File: src/hw/sprite_pkg.sv
`default_nettype none

package sprite_pkg;

  // raster geometry in clocks and lines
  localparam int h_display    = 256;
  localparam int h_total      = 309;
  localparam int h_sync_start = 263;
  localparam int h_sync_end   = 286; // exclusive
  localparam int v_display    = 240;
  localparam int v_total      = 262;
  localparam int v_sync_start = 245;
  localparam int v_sync_end   = 248; // exclusive
  localparam int load_line    = 260; // attribute copy line

  localparam int num_sprites  = 32;
  localparam int num_slots    = 8;  // sprites per line

  // phase boundaries on hpos
  localparam int select_end   = 64;  // 2 cycles per sprite
  localparam int paint_end    = 208; // 8 slots x 18 cycles
  localparam int load_end     = 72;  // 64 plus spare

  typedef enum logic [1:0] {
    ph_load,   // copy attributes from ram
    ph_select, // pick sprites for the line
    ph_paint,  // fetch rows and write the buffer
    ph_idle
  } phase_e;

  typedef struct packed {
    logic [8:0] hpos;
    logic [8:0] vpos;
  } raster_t;

  typedef struct packed {
    logic       valid;
    logic [7:0] xpos;
    logic [7:0] ypos;
    logic [3:0] shape; // bitmap rom page
    logic [3:0] color;
  } sprite_t;

  typedef struct packed {
    logic       active;
    logic [7:0] xpos;
    logic [3:0] yofs; // row inside the bitmap
    logic [3:0] shape;
    logic [3:0] color;
  } slot_t;

  typedef struct packed {
    logic       en;
    logic [7:0] col;
    logic [3:0] color;
  } pix_wr_t;

endpackage

`default_nettype wire

File: src/hw/render_sequencer.sv
`timescale 1ns/1ps
`default_nettype none

module render_sequencer import sprite_pkg::*; (
  input  wire     clk,
  input  wire     rst_n,
  input  raster_t raster,
  output phase_e  phase,
  output logic [4:0] step,
  output logic    pair,
  output logic    line_start
);

  logic       line_end;
  logic [8:0] v_next;

  assign line_end = (raster.hpos == 9'(h_total - 1));
  assign v_next   = (raster.vpos == 9'(v_total - 1)) ? 9'd0 : raster.vpos + 9'd1;

  // rendered lines are 0..255, vpos bit 8 marks blank ones
  always_comb begin
    if (raster.vpos == 9'(load_line) && raster.hpos < 9'(load_end)) begin
      phase = ph_load;
    end else if (!raster.vpos[8] && raster.hpos < 9'(select_end)) begin
      phase = ph_select;
    end else if (!raster.vpos[8] && raster.hpos < 9'(paint_end)) begin
      phase = ph_paint;
    end else begin
      phase = ph_idle;
    end
  end

  // two clocks per sprite: step picks the sprite, pair the half
  assign step = raster.hpos[5:1];
  assign pair = raster.hpos[0];

  // set on the last clock so the pulse sits on hpos 0
  always_ff @(posedge clk) begin
    if (!rst_n) begin
      line_start <= 1'b0;
    end else begin
      line_start <= line_end && !v_next[8];
    end
  end

  a_phase_known: assert property (@(posedge clk) disable iff (!rst_n)
    phase inside {ph_load, ph_select, ph_paint, ph_idle});

  // the line clear must land inside select
  a_start_in_select: assert property (@(posedge clk) disable iff (!rst_n)
    line_start |-> (phase == ph_select && step == 5'd0 && !pair));

endmodule

`default_nettype wire

File: config.mk
export PLATFORM = sky130hd
export DESIGN_NAME = render_sequencer
export DESIGN_NICKNAME = d
export VERILOG_FILES = /design/src/hw/sprite_pkg.sv /design/src/hw/render_sequencer.sv
export SDC_FILE = /design/constraint.sdc
export NUM_CORES = 1
export LEC_CHECK = 0
export BUFFER_PORTS_ARGS = -buffer_cell sky130_fd_sc_hd__buf_2
export CORE_AREA = 2 2 39 41
export CTS_CLUSTER_DIAMETER = 120
export CTS_CLUSTER_SIZE = 10
export DETAILED_ROUTE_END_ITERATION = 10
export DIE_AREA = 0 0 41 43
export GPL_TIMING_DRIVEN = 0
export PLACE_DENSITY_LB_ADDON = 0.3
export SYNTH_ARGS = -nofsm -noshare
export SYNTH_HDL_FRONTEND = slang
export SYNTH_SLANG_ARGS = --single-unit
File: constraint.sdc
create_clock -name clk -period 2.9 [get_ports clk]
set_input_delay 0.145 -clock clk [delete_from_list [all_inputs] [get_ports clk]]
set_output_delay 0.145 -clock clk [all_outputs]
set_load 0.05 [all_outputs]
After elaboration in Yosys (flattened, before gate mapping)
Index checks and enable logic that the tools add are counted.

storage, ports and cells
  flip-flop bits (word level) = 1
  logic and storage cells = 18

cells by class
  add/sub/neg operators = 1
  $lt $le $gt $ge = 3
  equal/unequal tests = 3
  muxes and demuxes = 4
  reductions and logical operators = 6

operator list
  cell                                                                   number
  9-bit equality test (second input constant)                            3
  9-bit by 7-bit < comparator with 1-bit output (second input constant)  2
  9-bit by 1-bit adder with 9-bit output (second input constant)         1
  9-bit by 8-bit < comparator with 1-bit output (second input constant)  1
  9-bit 2-to-1 mux                                                       1
  1-bit logical AND                                                      4
  2-bit 2-to-1 mux                                                       2
  1-bit logical NOT                                                      2
  1-bit 2-to-1 mux                                                       1

Longest topological paths before layout
  depth in word-level cells = 5
  gate-level depth with buffers = 3
  depth with buffers taken out = 3

Least setup slack after synthesis
OpenSTA, ideal clock, no wires.

  kind = input to output
  from = input port raster[8] (netlist bit)
  to = output port phase[0]
  data arrival time = 1233 ps
  path slack = 1522 ps
  cell stages on the path = 3
  path buffers = 0
  path through = nor4b_1 -> and3_1 -> a21oi_1

between the ends
  cells in the longest elaborated chain, start to end = 5

RTL lines
  what                line                                            source
  from (decl)         render_sequencer.sv:7                           input raster_t raster,
  1-bit logical NOT   render_sequencer.sv:24, render_sequencer.sv:26
  1-bit logical AND   render_sequencer.sv:26                          end else if (!raster.vpos[8] && raster.hpos < 9'(paint_end)) begin
  1-bit 2-to-1 mux    render_sequencer.sv:26
  2-bit 2-to-1 mux    render_sequencer.sv:24                          end else if (!raster.vpos[8] && raster.hpos < 9'(select_end)) begin
  2-bit 2-to-1 mux *  render_sequencer.sv:22                          if (raster.vpos == 9'(load_line) && raster.hpos < 9'(load_end)) begin
  to (decl)           render_sequencer.sv:8                           output phase_e phase,

Every way passes the cells marked *; elsewhere a longest branch is shown, timed or not.

Worst setup path in the final report
  from = input port raster[1] (netlist bit)
  to = output port phase[1]

between the ends
  cells in the longest elaborated chain, start to end = 3

RTL lines
  what                 line
  9-bit equality test  render_sequencer.sv:22
  1-bit logical AND    render_sequencer.sv:22
  2-bit 2-to-1 mux     render_sequencer.sv:22

No other way between the ends.

==> metrics.csv <==
stage,metric,value,unit
grt,global-route track usage on met2,10.6,%
synthesis,Yosys top cell area share,21.3,%
final_layout,final instance area,372,um2
grt,first-pass GRT wire length,945,um
flow_run,max_cap viols,0,
final_layout,Layout Cells excl Fill,72,
die,Initial Utilization,15.3,%
grt,number of global-route vias before repair,253,
critical_path,Setup CP Type,input port to output port,
final_layout,fin util,26.9,%
grt,initial antenna violation count,0,
grt,largest net degree at the start of global routing,6,
synthesis,Synth area leaders,"buf_4 21%, dfxtp_1 9.5%, nand4_1 8.9%, nor4b_1 8.3%, nor4_1 5.9%",
timing,Worst Tran Pin Value,290,ps
min_path,Hold Crit Class,input port to register,
die,Rows,14,
grt,GRT overflow,0,
power_and_ir_drop,P per Cell Area,190,nW/um2
clock_tree,post-cts resize count,0,
clock_tree,CTS Hold Bufs,0,
detailed_routing,WL per Instance,9.24,um
status,status,finished clean,
detailed_routing,Routed WL,665,um
detailed_routing,Antenna Nets Post-Route,0,
detailed_routing,1st-pass router iterations,4,
detailed_routing,Via Count,312,
grt,grt peak-use layer,met1,
critical_path,Required @ worst endpoint,2760,ps
timing,RSZ-0062 raised after global routing,false,
timing,Fin Setup TNS,0,ps
final_layout,Top reg by flops,line_start,
power_and_ir_drop,Leak,0.189,nW
final_layout,"commonest non-fill, non-tap cell in the layout",buf_2,
synthesis,Synth area leader,buf_4,
timing,headroom to the max-slew limit,80.5,%
timing,fmax,665,MHz
synthesis,sequential fraction of the synthesis area,9.47,%
die,Die H,43,um
die,die area,1760,um2
critical_path,Setup crit end kind,output port,
detailed_routing,Iter 0 DRT Violations,1,
synthesis,Yosys cell types,17,
detailed_routing,# DRC,0,
grt,met3 Resource Use GR,0.524,%
final_layout,# nets final,78,
place,placed cell count,72,
clock_tree,Clock transition at path regs,0,ps
synthesis,syn avg cell area,7.55,um2
power_and_ir_drop,Tot Pwr,0.0704,mW
timing,Final period util,51.8,%
synthesis,Yosys warning count,0,
critical_path,"Max FO, Critical Path",2,
critical_path,startpoint types,input port,
synthesis,mapped cell area,211,um2
final_layout,top flop regs,line_start (1),
die,Ports,29,
timing,# setup viols final,0,
clock_tree,setup bufs post-CTS,0,
final_layout,ANT cells,0,
place,routability cong.,0.606,
die,Die Span X,41,um
timing,final hold vios,0,
final_layout,synth-to-layout area growth,75.7,%
final_layout,share of layout cells above drive strength 1,64.3,%
final_layout,max reg flops,1,
synthesis,syn_nets,48,
synthesis,#FFs+latches synth,1,
grt,GRT met1 Usage,11.1,%
critical_path,WP data arrival,1360,ps
power_and_ir_drop,worst IR drop on VDD,0.0000690,V
timing,fin. max-slew vios,0,
timing,crit path time final,1500,ps
grt,Total GRT Usage,7.00,%
final_layout,most frequent cells in the layout,"28 x buf_2, 6 x buf_4, 3 x nand4_1",
die,Core Region,1380,um2
place,Post-DP Area,372,um2
place,Port Buffers,28,
synthesis,Post-Synthesis Cells,28,
detailed_routing,DR vias/cell,4.33,
-- stage by stage --
step,setup slack (ps),hold WS (ps)
CTS,1410,451
global route,1370,477
global placement,1420,461
floorplan,1520,332
detailed placement,1420,451
finish,1400,448
-- per-layer routing --
metal  routed length [um]  vias to the layer above
met3                   81                        0
met5                    0                        -
met4                    0                        0
met1                  286                      128
li1                     -                      167
met2                  297                       17
-- area by class of cell --
class                           instances  area [um2]
Sequential cell                         1        20.0
Multi-Input combinational cell         21         146
Fill cell                             154        1010
Buffer                                  6        45.0
Timing Repair Buffer                   28         140
Tap cell                               16        20.0
-- cell usage after synthesis --
cell and instances:
buf_4 6, nand4_1 3, a21oi_1 2, nor3_1 2
nor4_1 2, nor4b_1 2, and3_1 1, dfxtp_1 1
nand2_1 1, nor2_1 1, nor4_2 1, o2111a_1 1
o211a_1 1, o21ai_0 1, o31ai_1 1, or3_1 1
or4_4 1
-- cells by family after synthesis --
logic type      Yosys count  synth area share, %
compound gates            6                 20.7
buf+inv                   6                 21.3
flops                     1                 9.47
simple gates             15                 48.5
-- critical path, stage by stage --
cell and delay [ps]:
buf_2 100, or4_4 530, nor3_1 250, a21oi_1 100, buf_2 220
-- path summary, 6_finish.rpt --
path / startpoint / end / slack, ps / cells past startpoint
max: raster[1] / phase[1] / 1400 / 5
min: raster[9] / line_start / 450 / 3
-- where the power goes --
group / leakage (nW) / total (mW) / internal [mW] / switching [mW]
combinational: 0.181 / 0.0564 / 0.0216 / 0.0348
clock: 0 / 0 / 0 / 0
sequential: 0.00805 / 0.0140 / 0.0140 / 0.00000120
No activity file was read; power rests on OpenSTA's default activity.
