[config.mk]
export PLATFORM = sky130hd
export DESIGN_NAME = line_selector
export DESIGN_NICKNAME = d
export VERILOG_FILES = /design/src/hw/sprite_pkg.sv /design/src/hw/line_selector.sv
export SDC_FILE = /design/constraint.sdc
export NUM_CORES = 1
export LEC_CHECK = 0
export BUFFER_PORTS_ARGS = -buffer_cell sky130_fd_sc_hd__buf_4
export CAP_MARGIN = 20
export CELL_PAD_IN_SITES_DETAIL_PLACEMENT = 1
export CELL_PAD_IN_SITES_GLOBAL_PLACEMENT = 1
export CORE_MARGIN = 5
export CORE_UTILIZATION = 36
export CTS_CLUSTER_SIZE = 30
export DETAILED_ROUTE_END_ITERATION = 16
export GPL_TIMING_DRIVEN = 0
export HOLD_SLACK_MARGIN = 0.15
export PLACE_DENSITY = 0.71
export REMOVE_ABC_BUFFERS = 1
export SLEW_MARGIN = 20
export SYNTH_ARGS = -nofsm -noshare
export SYNTH_HDL_FRONTEND = slang
export SYNTH_SLANG_ARGS = --single-unit
[constraint.sdc]
create_clock -name clk -period 2.15 [get_ports clk]
set_input_delay 0.3225 -clock clk [delete_from_list [all_inputs] [get_ports clk]]
set_output_delay 0.3225 -clock clk [all_outputs]
set_load 0.005 [all_outputs]
[src/hw/sprite_pkg.sv]
`default_nettype none

package sprite_pkg;

  // raster geometry in clocks and lines
  localparam int h_display    = 256;
  localparam int h_total      = 309;
  localparam int h_sync_start = 263;
  localparam int h_sync_end   = 286; // exclusive
  localparam int v_display    = 240;
  localparam int v_total      = 262;
  localparam int v_sync_start = 245;
  localparam int v_sync_end   = 248; // exclusive
  localparam int load_line    = 260; // attribute copy line

  localparam int num_sprites  = 32;
  localparam int num_slots    = 8;  // sprites per line

  // phase boundaries on hpos
  localparam int select_end   = 64;  // 2 cycles per sprite
  localparam int paint_end    = 208; // 8 slots x 18 cycles
  localparam int load_end     = 72;  // 64 plus spare

  typedef enum logic [1:0] {
    ph_load,   // copy attributes from ram
    ph_select, // pick sprites for the line
    ph_paint,  // fetch rows and write the buffer
    ph_idle
  } phase_e;

  typedef struct packed {
    logic [8:0] hpos;
    logic [8:0] vpos;
  } raster_t;

  typedef struct packed {
    logic       valid;
    logic [7:0] xpos;
    logic [7:0] ypos;
    logic [3:0] shape; // bitmap rom page
    logic [3:0] color;
  } sprite_t;

  typedef struct packed {
    logic       active;
    logic [7:0] xpos;
    logic [3:0] yofs; // row inside the bitmap
    logic [3:0] shape;
    logic [3:0] color;
  } slot_t;

  typedef struct packed {
    logic       en;
    logic [7:0] col;
    logic [3:0] color;
  } pix_wr_t;

endpackage

`default_nettype wire

[src/hw/line_selector.sv]
`timescale 1ns/1ps
`default_nettype none

module line_selector import sprite_pkg::*; (
  input  wire        clk,
  input  wire        rst_n,
  input  phase_e     phase,
  input  wire        pair,
  input  wire        line_start,
  input  raster_t    raster,
  output logic [4:0] rd_index,
  input  sprite_t    rd_sprite,
  output slot_t [num_slots-1:0] slots
);

  logic [4:0]  spr_cnt;  // sprite under test
  logic [3:0]  slot_cnt; // filled slots, up to num_slots
  logic [7:0]  yofs_q;   // vpos minus ypos, mod 256
  logic [num_slots-1:0] act_q;
  slot_t       slot_q [num_slots];
  logic        sel_even;
  logic        sel_odd;
  logic        hit;

  assign rd_index = spr_cnt;
  assign sel_even = (phase == ph_select) && !pair;
  assign sel_odd  = (phase == ph_select) && pair;

  // crosses this line and there is still room
  assign hit = rd_sprite.valid && (yofs_q < 8'd16) && (slot_cnt < 4'(num_slots));

  always_ff @(posedge clk) begin
    if (sel_even) begin
      yofs_q <= raster.vpos[7:0] - rd_sprite.ypos;
    end
    if (sel_odd && hit) begin
      slot_q[slot_cnt[2:0]] <= '{active: 1'b1,
                                 xpos:   rd_sprite.xpos,
                                 yofs:   yofs_q[3:0],
                                 shape:  rd_sprite.shape,
                                 color:  rd_sprite.color};
    end
  end

  always_ff @(posedge clk) begin
    if (!rst_n) begin
      spr_cnt  <= '0;
      slot_cnt <= '0;
      act_q    <= '0;
    end else if (line_start) begin
      spr_cnt  <= '0;
      slot_cnt <= '0;
      act_q    <= '0;
    end else if (sel_odd) begin
      if (hit) begin
        act_q[slot_cnt[2:0]] <= 1'b1;
        slot_cnt             <= slot_cnt + 4'd1;
      end
      spr_cnt <= spr_cnt + 5'd1; // wraps to 0 after sprite 31
    end
  end

  always_comb begin
    for (int k = 0; k < num_slots; k++) begin
      slots[k]        = slot_q[k];
      slots[k].active = act_q[k]; // payload has no reset
    end
  end

  // slots fill in order, so active count tracks the counter
  a_slot_count: assert property (@(posedge clk) disable iff (!rst_n)
    (slot_cnt <= 4'(num_slots)) && ($countones(act_q) == int'(slot_cnt)));

endmodule

`default_nettype wire

# Word level (Yosys, flattened, before mapping)
# Memory sizes are Yosys's and may differ from the RTL's.
# Cells that the tools add are included.
# classes
n_addsub,3
n_eq_ne,1
magnitude_cmp,4
n_bitwise,2
reduce_logical,9
muxes,4
# ops
operator,count
"less-than comparator 8 x 5 -> 1 bit, second input constant",1
bitwise OR 8 bit,1
subtractor 8 bit,1
logical AND 1 bit,6
"adder 5 x 1 -> 5 bit, second input constant",1
"adder 4 x 1 -> 4 bit, second input constant",1
"less-than comparator 3 x 4 -> 1 bit, second input constant",1
"less-than comparator 4 bit, second input constant",1
demux 1 bit (select 3 bit),1
"greater-or-equal comparator 3 x 1 -> 1 bit, second input constant",1
2-to-1 mux 1 bit,3
"== test 2 x 1 -> 1 bit, second input constant",1
AND reduction 2 bit,1
OR reduction 2 bit,1
logical NOT 1 bit,1
inverter 1 bit,1
# word_totals
n_memories,1
reg_bits,25
ramBits,160
in_bits,49
out_inout_bits,173
wordCells,28
# memory_table
memory,words,width,read_ports,rd_clocked_by_memory_dff,wr,line,text
slot_q,8,20,8,0,1,line_selector.sv:20,slot_t slot_q [num_slots];

# Depth between registers and ports, before layout
# logic_depth
ltp_word,6
depth_mapped,8
ltp_nobuf,8

# Least setup slack after synthesis
# OpenSTA, ideal clock, no wires.
# synth_path
path_type,register -> register
startpoint,register yofs_q[6]
endpoint,memory slot_q[1][0] (netlist name) (enable)
path_buffers,0
period_less_slack_ns,2.284
arrival_ns,1.889
setup_time_ns,0.395
setup_slack_ns,-0.134
required_time_ns,1.755
stages_incl_launch_ff,4
cell_sequence,edfxtp_1 nor4b_4 nand4_4 nor3_2
# synth_via
elab_chain_len,6
# synth_lines
item,line,text
from (decl),line_selector.sv:18,logic [7:0] yofs_q;
from (signal assigned),line_selector.sv:34,yofs_q <= raster.vpos[7:0] - rd_sprite.ypos;
less-than comparator 8 x 5 -> 1 bit,line_selector.sv:30,assign hit = rd_sprite.valid && (yofs_q < 8'd16) && (slot_cnt < 4'(num_slots));
logical AND 1 bit (2 in a row),line_selector.sv:30,
logical AND 1 bit,line_selector.sv:36,if (sel_odd && hit) begin
2-to-1 mux 1 bit,line_selector.sv:36,
2-to-1 mux 1 bit (implied by the code),line_selector.sv:37,"slot_q[slot_cnt[2:0]] <= '{active: 1'b1,"
to (decl),line_selector.sv:20,
# Every way passes these cells.

# Final worst setup path
# layout_path
startpoint,register yofs_q[5]
endpoint,memory slot_q[3][6] (netlist name) (enable)
# Same word-level chain as after synthesis.

==> flow_metrics.env <==
export IMPL_status="finished, violations left"
export IMPL_violations="setup timing"
export IMPL_stdcell_count=768
export IMPL_core_region_area_um2=16640
export IMPL_fmax_mhz=441.8
export IMPL_end_kind="flip-flop"
export IMPL_antenna_found_initial=0
export IMPL_root_buffer="clkbuf_16"
export IMPL_final_setup_skew_ns=0.007137
export IMPL_clk_pin_slew_worst_paths_ns=0.07
export IMPL_synth_edf_count=168
export IMPL_max_vdd_ir_drop_mv=0.5142
export IMPL_hold_depth=2
export IMPL_drv_slew=0
export IMPL_synth_area_um2=6110
export IMPL_layout_worst_path_cycle_share=1.053
export IMPL_path_cells="nor4b_4 -> nand4_4 -> nor2_2"
export IMPL_ctsLongestPathBuffers=2
export IMPL_power_leakage_nw=3.380
export IMPL_pwr_share_seq=0.551
export IMPL_fp_row_count=47
export IMPL_io_buffers=211
export IMPL_async_reset_ff_frac=0
export IMPL_p_comb_frac=0.030
export IMPL_placement_cell_area_um2=8056
export IMPL_worst_hold_slack_ns=0.2784
export IMPL_n_antenna_cell=0
export IMPL_reg2regPathDepth=3
export IMPL_power_density_nw_per_um2=809.5
export IMPL_post_cts_resized=0
export IMPL_drtIter0Drc=99
export IMPL_drive_above_1_share=0.4763
export IMPL_ys_seq_area_frac=0.8814
export IMPL_synth_area_per_cell_um2=21.67
export IMPL_clock_power_share=0.419
export IMPL_hp_class="in -> reg"
export IMPL_final_nets=594
export IMPL_worstPathArrival_ns=2.30
export IMPL_fillers=1568
export IMPL_overflow=0
export IMPL_layout_setup_ws_ns=-0.1135
export IMPL_die_width_um=140.3
export IMPL_grt_pass1_vias=3820
export IMPL_wl_per_cell_um=20.48
export IMPL_drcViolationCount=0
export IMPL_synth_top_area_frac=0.8257
export IMPL_postRouteAntennaNets=0
export IMPL_htree_levels=4
export IMPL_dr_pass1_iters=4
export IMPL_cap_viol_max_count=0
export IMPL_final_core_util=0.5324
export IMPL_synth_seq_cells=185
export IMPL_tightest_slew_ns=0.8105
export IMPL_intPower_mw=5.774
export IMPL_place_congestion=0.8439
export IMPL_grt_setup_unrepaired="yes"
export IMPL_die_y_um=140.3
export IMPL_required_ns=2.19
export IMPL_cts_tree="yes"
export IMPL_dieArea_um2=19680
export IMPL_place_hpwl_um=11150
export IMPL_slew_headroom=0.4591
export IMPL_finalSetupViolations=89
export IMPL_totalWireLength_um=15730
export IMPL_vias=3449
export IMPL_yosysWarnings=0
export IMPL_cts_inserted_buffers=17
export IMPL_synth_cell_types=30
export IMPL_grt_max_degree=22
export IMPL_ios=222
export IMPL_synth_area_leaders="edfxtp_1, dfxtp_1, ha_1, o21a_1, xnor2_1"
export IMPL_p_sw_mw=1.399
export IMPL_synth_cells=282
export IMPL_initial_utilization=0.3671
export IMPL_finalHoldViolCount=0
export IMPL_cp_slowest_cell="nor2_2"
export IMPL_swShare=0.1950
export IMPL_grt_pass1_wl_um=22710
export IMPL_fin_crit_ns=2.263
export IMPL_critPathKind="reg -> reg"
export IMPL_critPathLaunchType="flip-flop"
export IMPL_area_growth_pct=45.03
export IMPL_yosysTopAreaCell="edfxtp_1"
export IMPL_cts_sinks=185
export IMPL_max_stage_delay_ns=0.70
export IMPL_vias_per_cell=4.491
export IMPL_worstSkewPairLatency_ns=0.41
export IMPL_fin_area_um2=8861
export IMPL_crit_path_max_fanout=10
export IMPL_placed_cells=714
export IMPL_ys_flop_type="edfxtp_1"
export IMPL_grt_use_total=0.1545
critical path, delay by kind of cell, from the launching register on:
family           cells  cell delay [ns]
DFF                  1             0.41
and+or+nand+nor      3             1.48
power by group through the flow:
stage               Clock [mW]  Combinational (mW)  Sequential, mW
finish                    3.01               0.217            3.95
global route              3.26               0.240            3.95
CTS                       3.08               0.219            3.95
detailed placement           0               0.195            4.03
global placement             0               0.180            4.03
floorplan                    0              0.0861            4.03
path summary, 6_finish.rpt:
check        slack [ns]            to       from
max reg2reg       -0.11  slot_q[3][6]  yofs_q[5]
min reg2reg        0.47      act_q[2]   act_q[2]
max               -0.11  slot_q[3][6]  yofs_q[5]
min                0.28     yofs_q[2]       pair
sequential cells by signal, indices dropped and copies added, names as in the netlist:
signal    count
yofs_q        8
rd_index      5
slot_cnt      4
act_q         8
slot_q      160
cell type report:
class / count / area, um^2 / share of cell area
well taps: 220 / 275.3 / 0.03106
clock inverters: 13 / 142.6 / 0.01610
flip-flops and latches: 185 / 5385 / 0.6077
inverters: 10 / 37.54 / 0.004236
repair buffers: 236 / 1872 / 0.2112
clock buffers: 19 / 432.9 / 0.04886
multi-input cells: 85 / 715.7 / 0.08077
per-layer routing:
metal  track usage  vias to the layer above  wire (um)
met5             0                        -          0
met4       0.04182                        0        238
met3       0.06305                       16       1441
met2        0.2707                      148       8015
met1        0.1749                     1702       6036
li1              -                     1583          -
stage by stage:
| step | power, mW | TNS [ns] | setup slack, ns |
|---|---|---|---|
| 2_1_floorplan | 4.111 | -2.735 | -0.1367 |
| 3_3_place_gp | 4.208 | -103.57 | -1.216 |
| 3_5_place_dp | 4.224 | -31.58 | -0.4258 |
| 4_1_cts | 7.251 | -10.18 | -0.1198 |
| 5_1_grt | 7.445 | -15.15 | -0.2002 |
| 6_report | 7.173 | -5.974 | -0.1135 |
cells in the mapped netlist, types with 2 or more instances:
master,count
nor2_1,12
dfxtp_1,17
ha_1,9
a21oi_1,4
xnor2_1,7
nor2_2,6
nand2b_1,5
xor2_1,5
inv_1,10
buf_4,2
edfxtp_1,168
nand2_1,5
o21a_1,10
nand4_1,3
mux2i_1,2
nand3_1,2
nor3b_1,2
kinds of logic after synthesis:
kind of cell	share of synthesized area
muxes	0.003277
xor gates and xnor gates	0.01720
adders and majority gates	0.02171
buffers and inverters	0.009215
AOI/OAI and AO/OA	0.01905
DFF	0.8814
and+or+nand+nor	0.04813
cell usage in the layout, fill, tap and decap left out, drive strengths merged, types with 7 or more instances in the layout:
| cell | count |
|---|---|
| nor2 | 19 |
| o21a | 10 |
| edfxtp | 168 |
| buf | 220 |
| dfxtp | 17 |
| inv | 14 |
| xnor2 | 7 |
| clkbuf | 19 |
| ha | 9 |
| dlygate4sd3 | 16 |
repair_timing:
| item | CTS | global route |
|---|---|---|
| buffers inserted | 5 | 0 |
| gates cloned | 0 | 1 |
| hold endpoints to repair | 117 | 3 |
| hold buffers | 15 | 1 |
| pin swaps | 7 | 2 |
| setup endpoints to repair | 148 | 105 |
Power figures use the tool's default switching activity.
