## src/hw/sprite_pkg.sv

```systemverilog
`default_nettype none

package sprite_pkg;

  // raster geometry in clocks and lines
  localparam int h_display    = 256;
  localparam int h_total      = 309;
  localparam int h_sync_start = 263;
  localparam int h_sync_end   = 286; // exclusive
  localparam int v_display    = 240;
  localparam int v_total      = 262;
  localparam int v_sync_start = 245;
  localparam int v_sync_end   = 248; // exclusive
  localparam int load_line    = 260; // attribute copy line

  localparam int num_sprites  = 32;
  localparam int num_slots    = 8;  // sprites per line

  // phase boundaries on hpos
  localparam int select_end   = 64;  // 2 cycles per sprite
  localparam int paint_end    = 208; // 8 slots x 18 cycles
  localparam int load_end     = 72;  // 64 plus spare

  typedef enum logic [1:0] {
    ph_load,   // copy attributes from ram
    ph_select, // pick sprites for the line
    ph_paint,  // fetch rows and write the buffer
    ph_idle
  } phase_e;

  typedef struct packed {
    logic [8:0] hpos;
    logic [8:0] vpos;
  } raster_t;

  typedef struct packed {
    logic       valid;
    logic [7:0] xpos;
    logic [7:0] ypos;
    logic [3:0] shape; // bitmap rom page
    logic [3:0] color;
  } sprite_t;

  typedef struct packed {
    logic       active;
    logic [7:0] xpos;
    logic [3:0] yofs; // row inside the bitmap
    logic [3:0] shape;
    logic [3:0] color;
  } slot_t;

  typedef struct packed {
    logic       en;
    logic [7:0] col;
    logic [3:0] color;
  } pix_wr_t;

endpackage

`default_nettype wire

```

## src/hw/sprite_painter.sv

```systemverilog
`timescale 1ns/1ps
`default_nettype none

module sprite_painter import sprite_pkg::*; (
  input  wire        clk,
  input  wire        rst_n,
  input  phase_e     phase,
  input  wire        line_start,
  input  slot_t [num_slots-1:0] slots,
  output logic [7:0] rom_addr,
  input  wire [15:0] rom_data,
  output pix_wr_t    pix_wr
);

  logic [15:0] bits_q;  // bitmap row, lsb is the next column
  logic [8:0]  col_q;   // one extra bit to see the right edge
  logic [3:0]  color_q;
  logic [3:0]  k_q;     // slot index, num_slots when done
  logic        fetch_q; // rom_addr holds slot k
  logic        busy;
  logic        more;
  slot_t       cur;

  assign cur  = slots[k_q[2:0]];
  assign busy = (bits_q != 16'd0);
  assign more = (k_q < 4'(num_slots));

  // datapath: rom address, start column, colour
  always_ff @(posedge clk) begin
    if (phase == ph_paint) begin
      if (busy) begin
        col_q <= col_q + 9'd1;
      end else if (more) begin
        if (!fetch_q) begin
          rom_addr <= {cur.shape, cur.yofs};
        end else begin
          col_q   <= {1'b0, cur.xpos};
          color_q <= cur.color;
        end
      end
    end
  end

  always_ff @(posedge clk) begin
    if (!rst_n) begin
      bits_q  <= '0;
      k_q     <= '0;
      fetch_q <= 1'b0;
      pix_wr  <= '0;
    end else begin
      pix_wr.en <= 1'b0;
      if (line_start) begin
        bits_q  <= '0;
        k_q     <= '0;
        fetch_q <= 1'b0;
      end else if (phase == ph_paint) begin
        if (busy) begin
          // one column per clock, drop anything past 255
          pix_wr.en    <= bits_q[0] && !col_q[8];
          pix_wr.col   <= col_q[7:0];
          pix_wr.color <= color_q;
          bits_q       <= bits_q >> 1;
        end else if (more) begin
          if (fetch_q) begin
            bits_q <= cur.active ? rom_data : 16'd0; // rom settled by now
            k_q    <= k_q + 4'd1;
          end
          fetch_q <= !fetch_q;
        end
      end
    end
  end

  // clipped columns never reach the buffer
  a_clip: assert property (@(posedge clk) disable iff (!rst_n)
    pix_wr.en |-> !$past(col_q[8]));

endmodule

`default_nettype wire

```

## config.mk

```make
export PLATFORM = sky130hd
export DESIGN_NAME = sprite_painter
export DESIGN_NICKNAME = d
export VERILOG_FILES = /design/src/hw/sprite_pkg.sv /design/src/hw/sprite_painter.sv
export SDC_FILE = /design/constraint.sdc
export NUM_CORES = 1
export LEC_CHECK = 0
export BUFFER_PORTS_ARGS = -buffer_cell sky130_fd_sc_hd__buf_2
export CAP_MARGIN = 10
export CORE_ASPECT_RATIO = 1.2
export CORE_MARGIN = 2
export CORE_UTILIZATION = 49
export DETAILED_ROUTE_END_ITERATION = 10
export GPL_ROUTABILITY_DRIVEN = 0
export PLACE_DENSITY = 0.87
export SLEW_MARGIN = 0
export SYNTH_ARGS = -nofsm -noshare
export SYNTH_HDL_FRONTEND = slang
export SYNTH_SLANG_ARGS = --single-unit
```

## constraint.sdc

```tcl
create_clock -name clk -period 3.8 [get_ports clk]
set_input_delay 0.57 -clock clk [delete_from_list [all_inputs] [get_ports clk]]
set_output_delay 0.57 -clock clk [all_outputs]
set_load 0.005 [all_outputs]
```

# Word level (Yosys, flattened, before mapping)
# Index checks and enable logic that the tools add are counted.
# word_totals
regBits	55
latchBits	0
ramBits	0
romBits	0
in_bits	189
out_inout_bits	21
elab_cells	41
memories	0
# classes
addsub	2
multipliers	0
div_mod_pow	0
magnitude_cmp	2
n_eq_ne	1
shifts	0
n_mux	9
bitwise	5
reduce_logical	13
# op_table
op	n
2-to-1 mux 16 bit	4
binary-select mux 21 bit (select 3 bit)	1
2-to-1 mux 9 bit	3
2-to-1 mux 21 bit	1
nonzero test 16 bit	1
adder 9 x 1 -> 9 bit, second input constant	1
AND reduction 3 bit	3
AND reduction 4 bit	2
NOT 1 bit	5
adder 4 x 1 -> 4 bit, second input constant	1
less-than comparator 3 x 4 -> 1 bit, second input constant	1
less-than comparator 4 bit, second input constant	1
nonzero test 2 bit	2
OR reduction 4 bit	1
equality test 2 bit, second input constant	1
logical NOT 1 bit	2
OR reduction 2 bit	1
logical AND 1 bit	1

# Logic depth before layout (Yosys ltp)
# Gate-level depths: netlist of the first run.
# depth
ltp_word	6
depth_mapped	6
depth_no_buf	5

# Worst setup path after synthesis of the first run
# No wires, ideal clock.
# synth_timing
kind	register -> register
from	register bits_q[0]
to	register rom_addr[0], enable pin
setup_ns	0.398
arrival_ns	1.803
t_required_ns	3.402
path_slack_ns	1.599
stages_incl_launch_ff	4
n_path_buf	0
synth_period_minus_slack_ns	2.201
cell_sequence	dfxtp_1 > nor4_2 > nand4_2 > nor4_1
# synth_via
elab_chain_cells	3
# synth_lines
element	line_no	source
from (decl)	sprite_painter.sv:15	logic [15:0] bits_q;
from (signal assigned)	sprite_painter.sv:62	bits_q <= bits_q >> 1;
from (signal assigned)	sprite_painter.sv:65	bits_q <= cur.active ? rom_data : 16'd0;
nonzero test 16 bit	sprite_painter.sv:25	assign busy = (bits_q != 16'd0);
NOT 1 bit (no source line)	--	
AND reduction 4 bit (no source line)	--	
to (signal assigned)	sprite_painter.sv:35	rom_addr <= {cur.shape, cur.yofs};
to (decl)	sprite_painter.sv:10	output logic [7:0] rom_addr,
# No other way between the ends.
# A chain may end at the register's enable or synchronous reset.

# Final worst setup path of the first run
# layout_timing
from	register bits_q[7]
to	register rom_addr[4], enable pin
# The elaborated chain is that of the path after synthesis.

==> results.cfg, run 1 <==
[route]
via_per_inst = 5.877
drt_wl_total_mm = 11.41
dr.pass1.iters = 5
drt_iter0_markers = 137
route.detailed.drc = 0
wl_per_cell_um = 18.98
vias = 3532
drtAntennaViolNets = 0

[timing]
finalSetupViolations = 0
worst_pin_slew_ns = 1.243
fin_crit_ns = 2.555
hold_violations = 0
slew_headroom = 0.1697
grt_setup_unrepaired = no
max_freq_ghz = 0.3915
fin_setup_tns_ns = 0
final.period_utilization = 0.6723
drv_slew = 0
fin_worst_skew_ns = 0.01685

[floorplanning]
start_util = 0.5000
num_io_pins = 210
die_w_um = 84.50
dieArea_sq_mm = 0.008500
rows = 35
die_h_um = 100.6
design.core.area_sq_mm = 0.007620

[clocking]
htree_levels = 2
cts_hold_buf = 0
cts_setup_buffers = 0
cts_tree = yes
cts_sinks = 55
clockRootBuffer = clkbuf_8
clk_latency_ns = 0.32
clkTransAtPathRegs_ns = 0.11
cts_resized = 0
cts_buffers = 5
cts_buffer_depth = 2

[finish]
fin_nets = 698
final_cell_mix = buf_2 (209), mux4_2 (38), dfxtp_1 (32)
multi_input_area_sq_mm = 0.002263
fill_cells = 620
final_core_util = 0.6540
final_common_cell = buf_2
area_delta_synth_final_pct = 30.80
seq_area_sq_mm = 0.001314
drive_gt1_frac = 0.5945

[global_route]
grt_pass1_wl_mm = 17.52
antenna_found_initial = 1
grt_pass1_vias = 3619
grtUsageTotal = 0.2621
grt-ovfl-total = 0
grt_max_degree = 45

[setup_path]
required_ns = 3.74
cpMaxStageDelayCell = nor4_2
r2r-start = bits_q[7]$_SDFFE_PP0P_
slowest_delay_ns = 0.92
crit_top_cell = nor4_2
path_class = register to register
reg2reg_depth = 3
arrival_ns = 2.50
cp-startpoint = bits_q[7]$_SDFFE_PP0P_
crit_path_start_kind = register
r2r-end = rom_addr[4]$_DFFE_PP_
path_cells = nor4_2, nand4_2, nor4_2
crit_fanout = 18
r2r_slack_ns = 1.25
cp-endpoint = rom_addr[4]$_DFFE_PP_
end_kind = register

[synth]
syn-mean-instance-area_sq_um = 12.02
ys_types = 42
yosysWarnings = 0
synth_nets = 508
synth_ff_type = dfxtp_1
ys_ff_latch = 55
synth_edf_count = 21
ys_seq_area_frac = 0.3442
async_flop_share = 0
synth_area_sq_mm = 0.003810
synth_cells = 317

[power]
comb_power_share = 0.343
pwr-share-seq = 0.439
powerDensity_mw_per_mm2 = 316.7
vdd_drop_max_v = 0.0003747
swShare = 0.3346
pwr-share-clk = 0.218
p_leak_nw = 1.972
p_int_w = 0.001050
switching_power_w = 0.0005280

[outcome]
outcome = completed

[min_path]
hp-start = pix_wr[8]$_SDFFE_PN0P_
min_path_type = register to register

[run]
maxCapViolations = 0

[placed_design]
dp_hpwl_mm = 9.236
io_buffers = 209
-- Yosys cell counts (2+ instances only) --
cell / count / share of area
mux2_2: 12 / 0.035
xor2_1: 6 / 0.014
mux4_2: 38 / 0.22
mux2i_1: 3 / 0.0079
nor2_1: 3 / 0.0030
a21boi_1: 12 / 0.024
a211oi_1: 5 / 0.0099
buf_2: 10 / 0.013
nand4_2: 2 / 0.0066
o21ai_0: 5 / 0.0066
nand2_1: 6 / 0.0059
mux4_1: 4 / 0.028
ha_1: 2 / 0.0066
inv_1: 16 / 0.016
edfxtp_1: 21 / 0.17
clkbuf_1: 16 / 0.016
a21oi_1: 8 / 0.011
a31oi_1: 6 / 0.0099
o221ai_1: 15 / 0.034
nor4_1: 2 / 0.0033
nand2b_1: 3 / 0.0049
nand3_1: 23 / 0.030
a31oi_2: 9 / 0.030
o21ai_1: 12 / 0.016
nor2b_1: 8 / 0.013
nor4_2: 4 / 0.013
and3_1: 3 / 0.0049
nand3_2: 9 / 0.024
dfxtp_1: 34 / 0.18
o21a_1: 3 / 0.0059
buf_6: 6 / 0.018
-- cells by family after synthesis --
| logic type | after synthesis | synth area share |
|---|---|---|
| fa+ha+maj | 2 | 0.006567 |
| buf+inv | 49 | 0.06338 |
| mux | 58 | 0.2995 |
| flops | 55 | 0.3442 |
| xor+xnor | 7 | 0.01609 |
| simple gates | 68 | 0.1176 |
| compound gates | 78 | 0.1527 |
-- registers in the layout, summed over array words and instances (netlist names) --
name / count
col_q: 9
rom_addr: 8
bits_q: 16
k_q: 4
pix_wr: 13
fetch_q: 1
color_q: 4
-- worst max-delay path: cells and delay by family (launching register included) --
family	cells	cell delay, ns
DFF	1	0.36
and+or+nand+nor	3	1.81
-- power by group through the flow --
stage,Clock [W],Combinational (W),Sequential [W]
floorplan,0,0.000335,0.000700
global placement,0,0.000480,0.000703
detailed placement,0,0.000503,0.000706
CTS,0.000350,0.000504,0.000693
global route,0.000371,0.000593,0.000697
finish,0.000344,0.000541,0.000693
-- worst min-delay path by stage --
stage	end	cells after the start
final	pix_wr[8]$_SDFFE_PN0P_	2
after detailed placement	pix_wr[8]$_SDFFE_PN0P_	2
after global placement	pix_wr[9]$_SDFFE_PN0P_	2
after global routing	pix_wr[8]$_SDFFE_PN0P_	2
after CTS	pix_wr[8]$_SDFFE_PN0P_	2
after floorplan	pix_wr[12]$_SDFF_PP0_	1
-- routing by layer --
| metal | track usage | routed length (um) |
|---|---|---|
| met1 | 0.3317 | 4348 |
| met2 | 0.4397 | 5762 |
| met3 | 0.06962 | 1025 |
| met4 | 0.08547 | 257 |
| met5 | 0 | 13 |
-- through the flow --
step           hold slack (ns)  instances  power, W  area (sq um)  setup WS (ns)
2_1_floorplan           0.4366        317  0.001035          3810          1.599
5_1_grt                 0.5019        600  0.001661          4981          1.054
6_report                0.4790        601  0.001578          4984          1.245
4_1_cts                 0.4834        599  0.001546          4954          1.251
3_5_place_dp            0.4691        591  0.001209          4856          1.268
3_3_place_gp            0.4625        591  0.001183          4856          1.425
-- cell type report --
| cell class | instances | area share |
|---|---|---|
| Antenna cell | 1 | 0.0005021 |
| Clock buffer | 6 | 0.01657 |
| Clock inverter | 2 | 0.003013 |
| Inverter | 16 | 0.01205 |
| Multi-Input combinational cell | 213 | 0.4542 |
| Sequential cell | 55 | 0.2636 |
| Tap cell | 92 | 0.02310 |
| Timing Repair Buffer | 216 | 0.2270 |
No activity file was read; power rests on OpenSTA's default activity.
==> run 2, diff against run 1 <==
--- a/config.mk
+++ b/config.mk
@@ -5,14 +5,15 @@
 export SDC_FILE = /design/constraint.sdc
 export NUM_CORES = 1
 export LEC_CHECK = 0
+export ABC_AREA = 1
 export BUFFER_PORTS_ARGS = -buffer_cell sky130_fd_sc_hd__buf_2
 export CAP_MARGIN = 10
 export CORE_ASPECT_RATIO = 1.2
 export CORE_MARGIN = 2
-export CORE_UTILIZATION = 49
+export CORE_UTILIZATION = 46
 export DETAILED_ROUTE_END_ITERATION = 10
 export GPL_ROUTABILITY_DRIVEN = 0
-export PLACE_DENSITY = 0.87
+export PLACE_DENSITY = 0.81
 export SLEW_MARGIN = 0
 export SYNTH_ARGS = -nofsm -noshare
 export SYNTH_HDL_FRONTEND = slang
==> constraint.sdc (replaced) <==
create_clock -name clk -period 2.4 [get_ports clk]
set_input_delay 0.36 -clock clk [delete_from_list [all_inputs] [get_ports clk]]
set_output_delay 0.36 -clock clk [all_outputs]
set_load 0.005 [all_outputs]
==> run 2 against run 1 <==
  * Critical path type unchanged
  * Total power up 83%
  * Cell count rose by 58%
  * Register-to-register slack got worse by 0.84 ns
  * Clock power up 64%
  * Clock skew decreased by 0.00067 ns
  * Synthesized cell count rose by 110%
  * Fmax rose by 28%
  * Routed wire length grew 18%
  * Via count grew 43%
  * Largest power group unchanged
  * Cell area increased by 4.8%
  * Utilization decreased by 4.4 points
  * Sequential cell count did not move
==> results.cfg, run 2 <==
[route]
drtAntennaViolNets = 0
vias = 5059
dr.pass1.iters = 7
wl_per_cell_um = 14.21
route.detailed.drc = 0
via_per_inst = 5.320
drt_wl_total_mm = 13.51
drt_iter0_markers = 373

[power]
powerDensity_mw_per_mm2 = 553.0
p_leak_nw = 2.530
vdd_drop_max_v = 0.0003134

[setup_path]
cpMaxStageDelayCell = dfxtp_1
r2r_slack_ns = 0.41
crit_fanout = 17
reg2reg_depth = 8
cp.depth = 8
crit_top_cell = nor2_1
crit_path_start_kind = register
r2r-end = rom_addr[7]$_DFFE_PP_
slowest_delay_ns = 0.35
end_kind = register
cp-endpoint = rom_addr[7]$_DFFE_PP_
path_cells = nor2_1, nand2_1, nor2_4, nand2_2, inv_2, nand3_1, nor2_1, buf_4
cp-startpoint = bits_q[0]$_SDFFE_PP0P_
cp_top_family = simple AND/OR/NAND/NOR gates
path_buf_inv = 2
r2r-start = bits_q[0]$_SDFFE_PP0P_
arrival_ns = 2.02
path_class = register to register
required_ns = 2.43

[floorplanning]
dieArea_sq_mm = 0.009577
die_w_um = 89.67
start_util = 0.4730
design.core.area_sq_mm = 0.008564
die_h_um = 106.8
num_io_pins = 210
rows = 37

[synth]
synth-simple-area-share = 0.3718
synth_cells = 650
synth_top_family_by_area = simple AND/OR/NAND/NOR gates
yosysMostFrequentCell = nor2_1
synth_ff_type = dfxtp_1
yosysWarnings = 0
syn-mean-instance-area_sq_um = 6.233
async_flop_share = 0
synth_compound_area_frac = 0.1977
synthTopCellsByArea = dfxtp_1 (17%), edfxtp_1 (16%), nor2_1 (15%)
ys_top_cells_by_count = nor2_1 (162), nand2_1 (110), o21ai_0 (59), nand3_1 (52), dfxtp_1 (34)
synthMuxAreaShare = 0
synth_adder_area_share = 0.006177
yosysTopAreaCell = dfxtp_1
synth_xor_area_frac = 0.006485
ys_seq_area_frac = 0.3237
synth_top_area_share = 0.1680
synth_nets = 841
ys_ff_latch = 55
synth_edf_count = 21
ys_types = 29
synth_area_sq_mm = 0.004051

[clocking]
clkTransAtPathRegs_ns = 0.10
cts_buffer_depth = 2
cts_buffers = 5
cts_resized = 0
cts_hold_buf = 0
clockRootBuffer = clkbuf_8
cts_tree = yes
clk_latency_ns = 0.31
cts_setup_buffers = 0
htree_levels = 2
cts_sinks = 55

[timing]
worst_pin_slew_ns = 0.4464
grt_setup_unrepaired = no
hold_ws_ns = 0.3034
final.period_utilization = 0.8312
hold_violations = 0
fin_crit_ns = 1.995
slew_headroom = 0.7020
max_freq_ghz = 0.5013
drv_slew = 0
fin_setup_tns_ns = 0
finalSetupViolations = 0
fin_worst_skew_ns = 0.01619

[finish]
reg_top3 = bits_q x16, pix_wr x13, col_q x9
drive_gt1_frac = 0.3046
num_antenna_cells = 0
largest_register_ffs = 16
area_delta_synth_final_pct = 28.97
final_cell_mix = buf_2 (209), nor2_1 (162), nand2_1 (110)
final_common_cell = buf_2
fin_cells = 951
regMostFlops = bits_q
fin_nets = 1024

[global_route]
grt_pass1_wl_mm = 21.42
grtUsageTotal = 0.2837
grt_pass1_vias = 4764
antenna_found_initial = 0
grt_max_degree = 48
grt-ovfl-total = 0

[placed_design]
io_buffers = 209
dp_hpwl_mm = 10.78
dpl.cell_count = 943

[min_path]
min_path_type = primary input to register
whs_path_depth = 3

[run]
maxCapViolations = 0

[outcome]
outcome = completed
-- run 2: kinds of logic after synthesis --
| logic type | count (synthesis) |
|---|---|
| flip-flops | 55 |
| AND/OR/NAND/NOR | 356 |
| adder cells (fa/ha/maj) | 2 |
| XOR/XNOR | 3 |
| AO/OA/AOI/OAI | 149 |
| buffers and inverters | 85 |
-- run 2: worst reg2reg max path: stages, from the launching register on --
cell	delay [ns]
dfxtp_1	0.35
nor2_1	0.12
nand2_1	0.09
nor2_4	0.33
nand2_2	0.17
inv_2	0.20
nand3_1	0.12
nor2_1	0.15
buf_4	0.19
-- run 2: worst min path at each step --
stage,from,endpoint,slack [ns]
after global placement,pix_wr[0]$_SDFFE_PN0P_,pix_wr[0]$_SDFFE_PN0P_,0.45
after CTS,rst_n,pix_wr[12]$_SDFF_PP0_,0.30
final,rst_n,pix_wr[12]$_SDFF_PP0_,0.30
after global routing,rst_n,pix_wr[12]$_SDFF_PP0_,0.31
after floorplan,k_q[3]$_SDFFE_PP0P_,k_q[3]$_SDFFE_PP0P_,0.44
after detailed placement,pix_wr[1]$_SDFFE_PN0P_,pix_wr[1]$_SDFFE_PN0P_,0.45
-- run 2: per-layer routing --
| layer | share of wire | up-vias | global-route usage |
|---|---|---|---|
| met1 | 0.39 | 2262 | 0.3432 |
| met5 | 0 | - | 0 |
| li1 | - | 2517 | - |
| met2 | 0.50 | 246 | 0.4837 |
| met4 | 0.036 | 0 | 0.1119 |
| met3 | 0.073 | 34 | 0.05620 |
-- run 2: cell type report --
class                      count  area (sq um)
timing repair buffer         222          1156
sequential                    55          1314
fill                         855          3339
multi-input combinational    510          2359
tap                          117         146.4
clock buffer                   7         97.59
inverter                      39         146.4
clock inverter                 1         6.256
-- run 2: power by group --
part	internal (W)	leakage (nW)	switching, W	total [W]
sequential	0.00111	0.469	0.0000552	0.00117
clock	0.000271	0.0539	0.000294	0.000565
combinational	0.000441	2.01	0.000717	0.00116
-- run 2: through the flow --
step,cell area [sq um],setup slack (ns),utilization,total power (W)
2_1_floorplan,4051,0.6070,-,0.002039
5_1_grt,5225,0.1592,0.6101,0.003094
3_3_place_gp,5121,0.5054,0.5980,0.002304
6_report,5225,0.4050,0.6101,0.002889
4_1_cts,5225,0.4162,0.6101,0.002902
3_5_place_dp,5121,0.4565,0.5980,0.002338
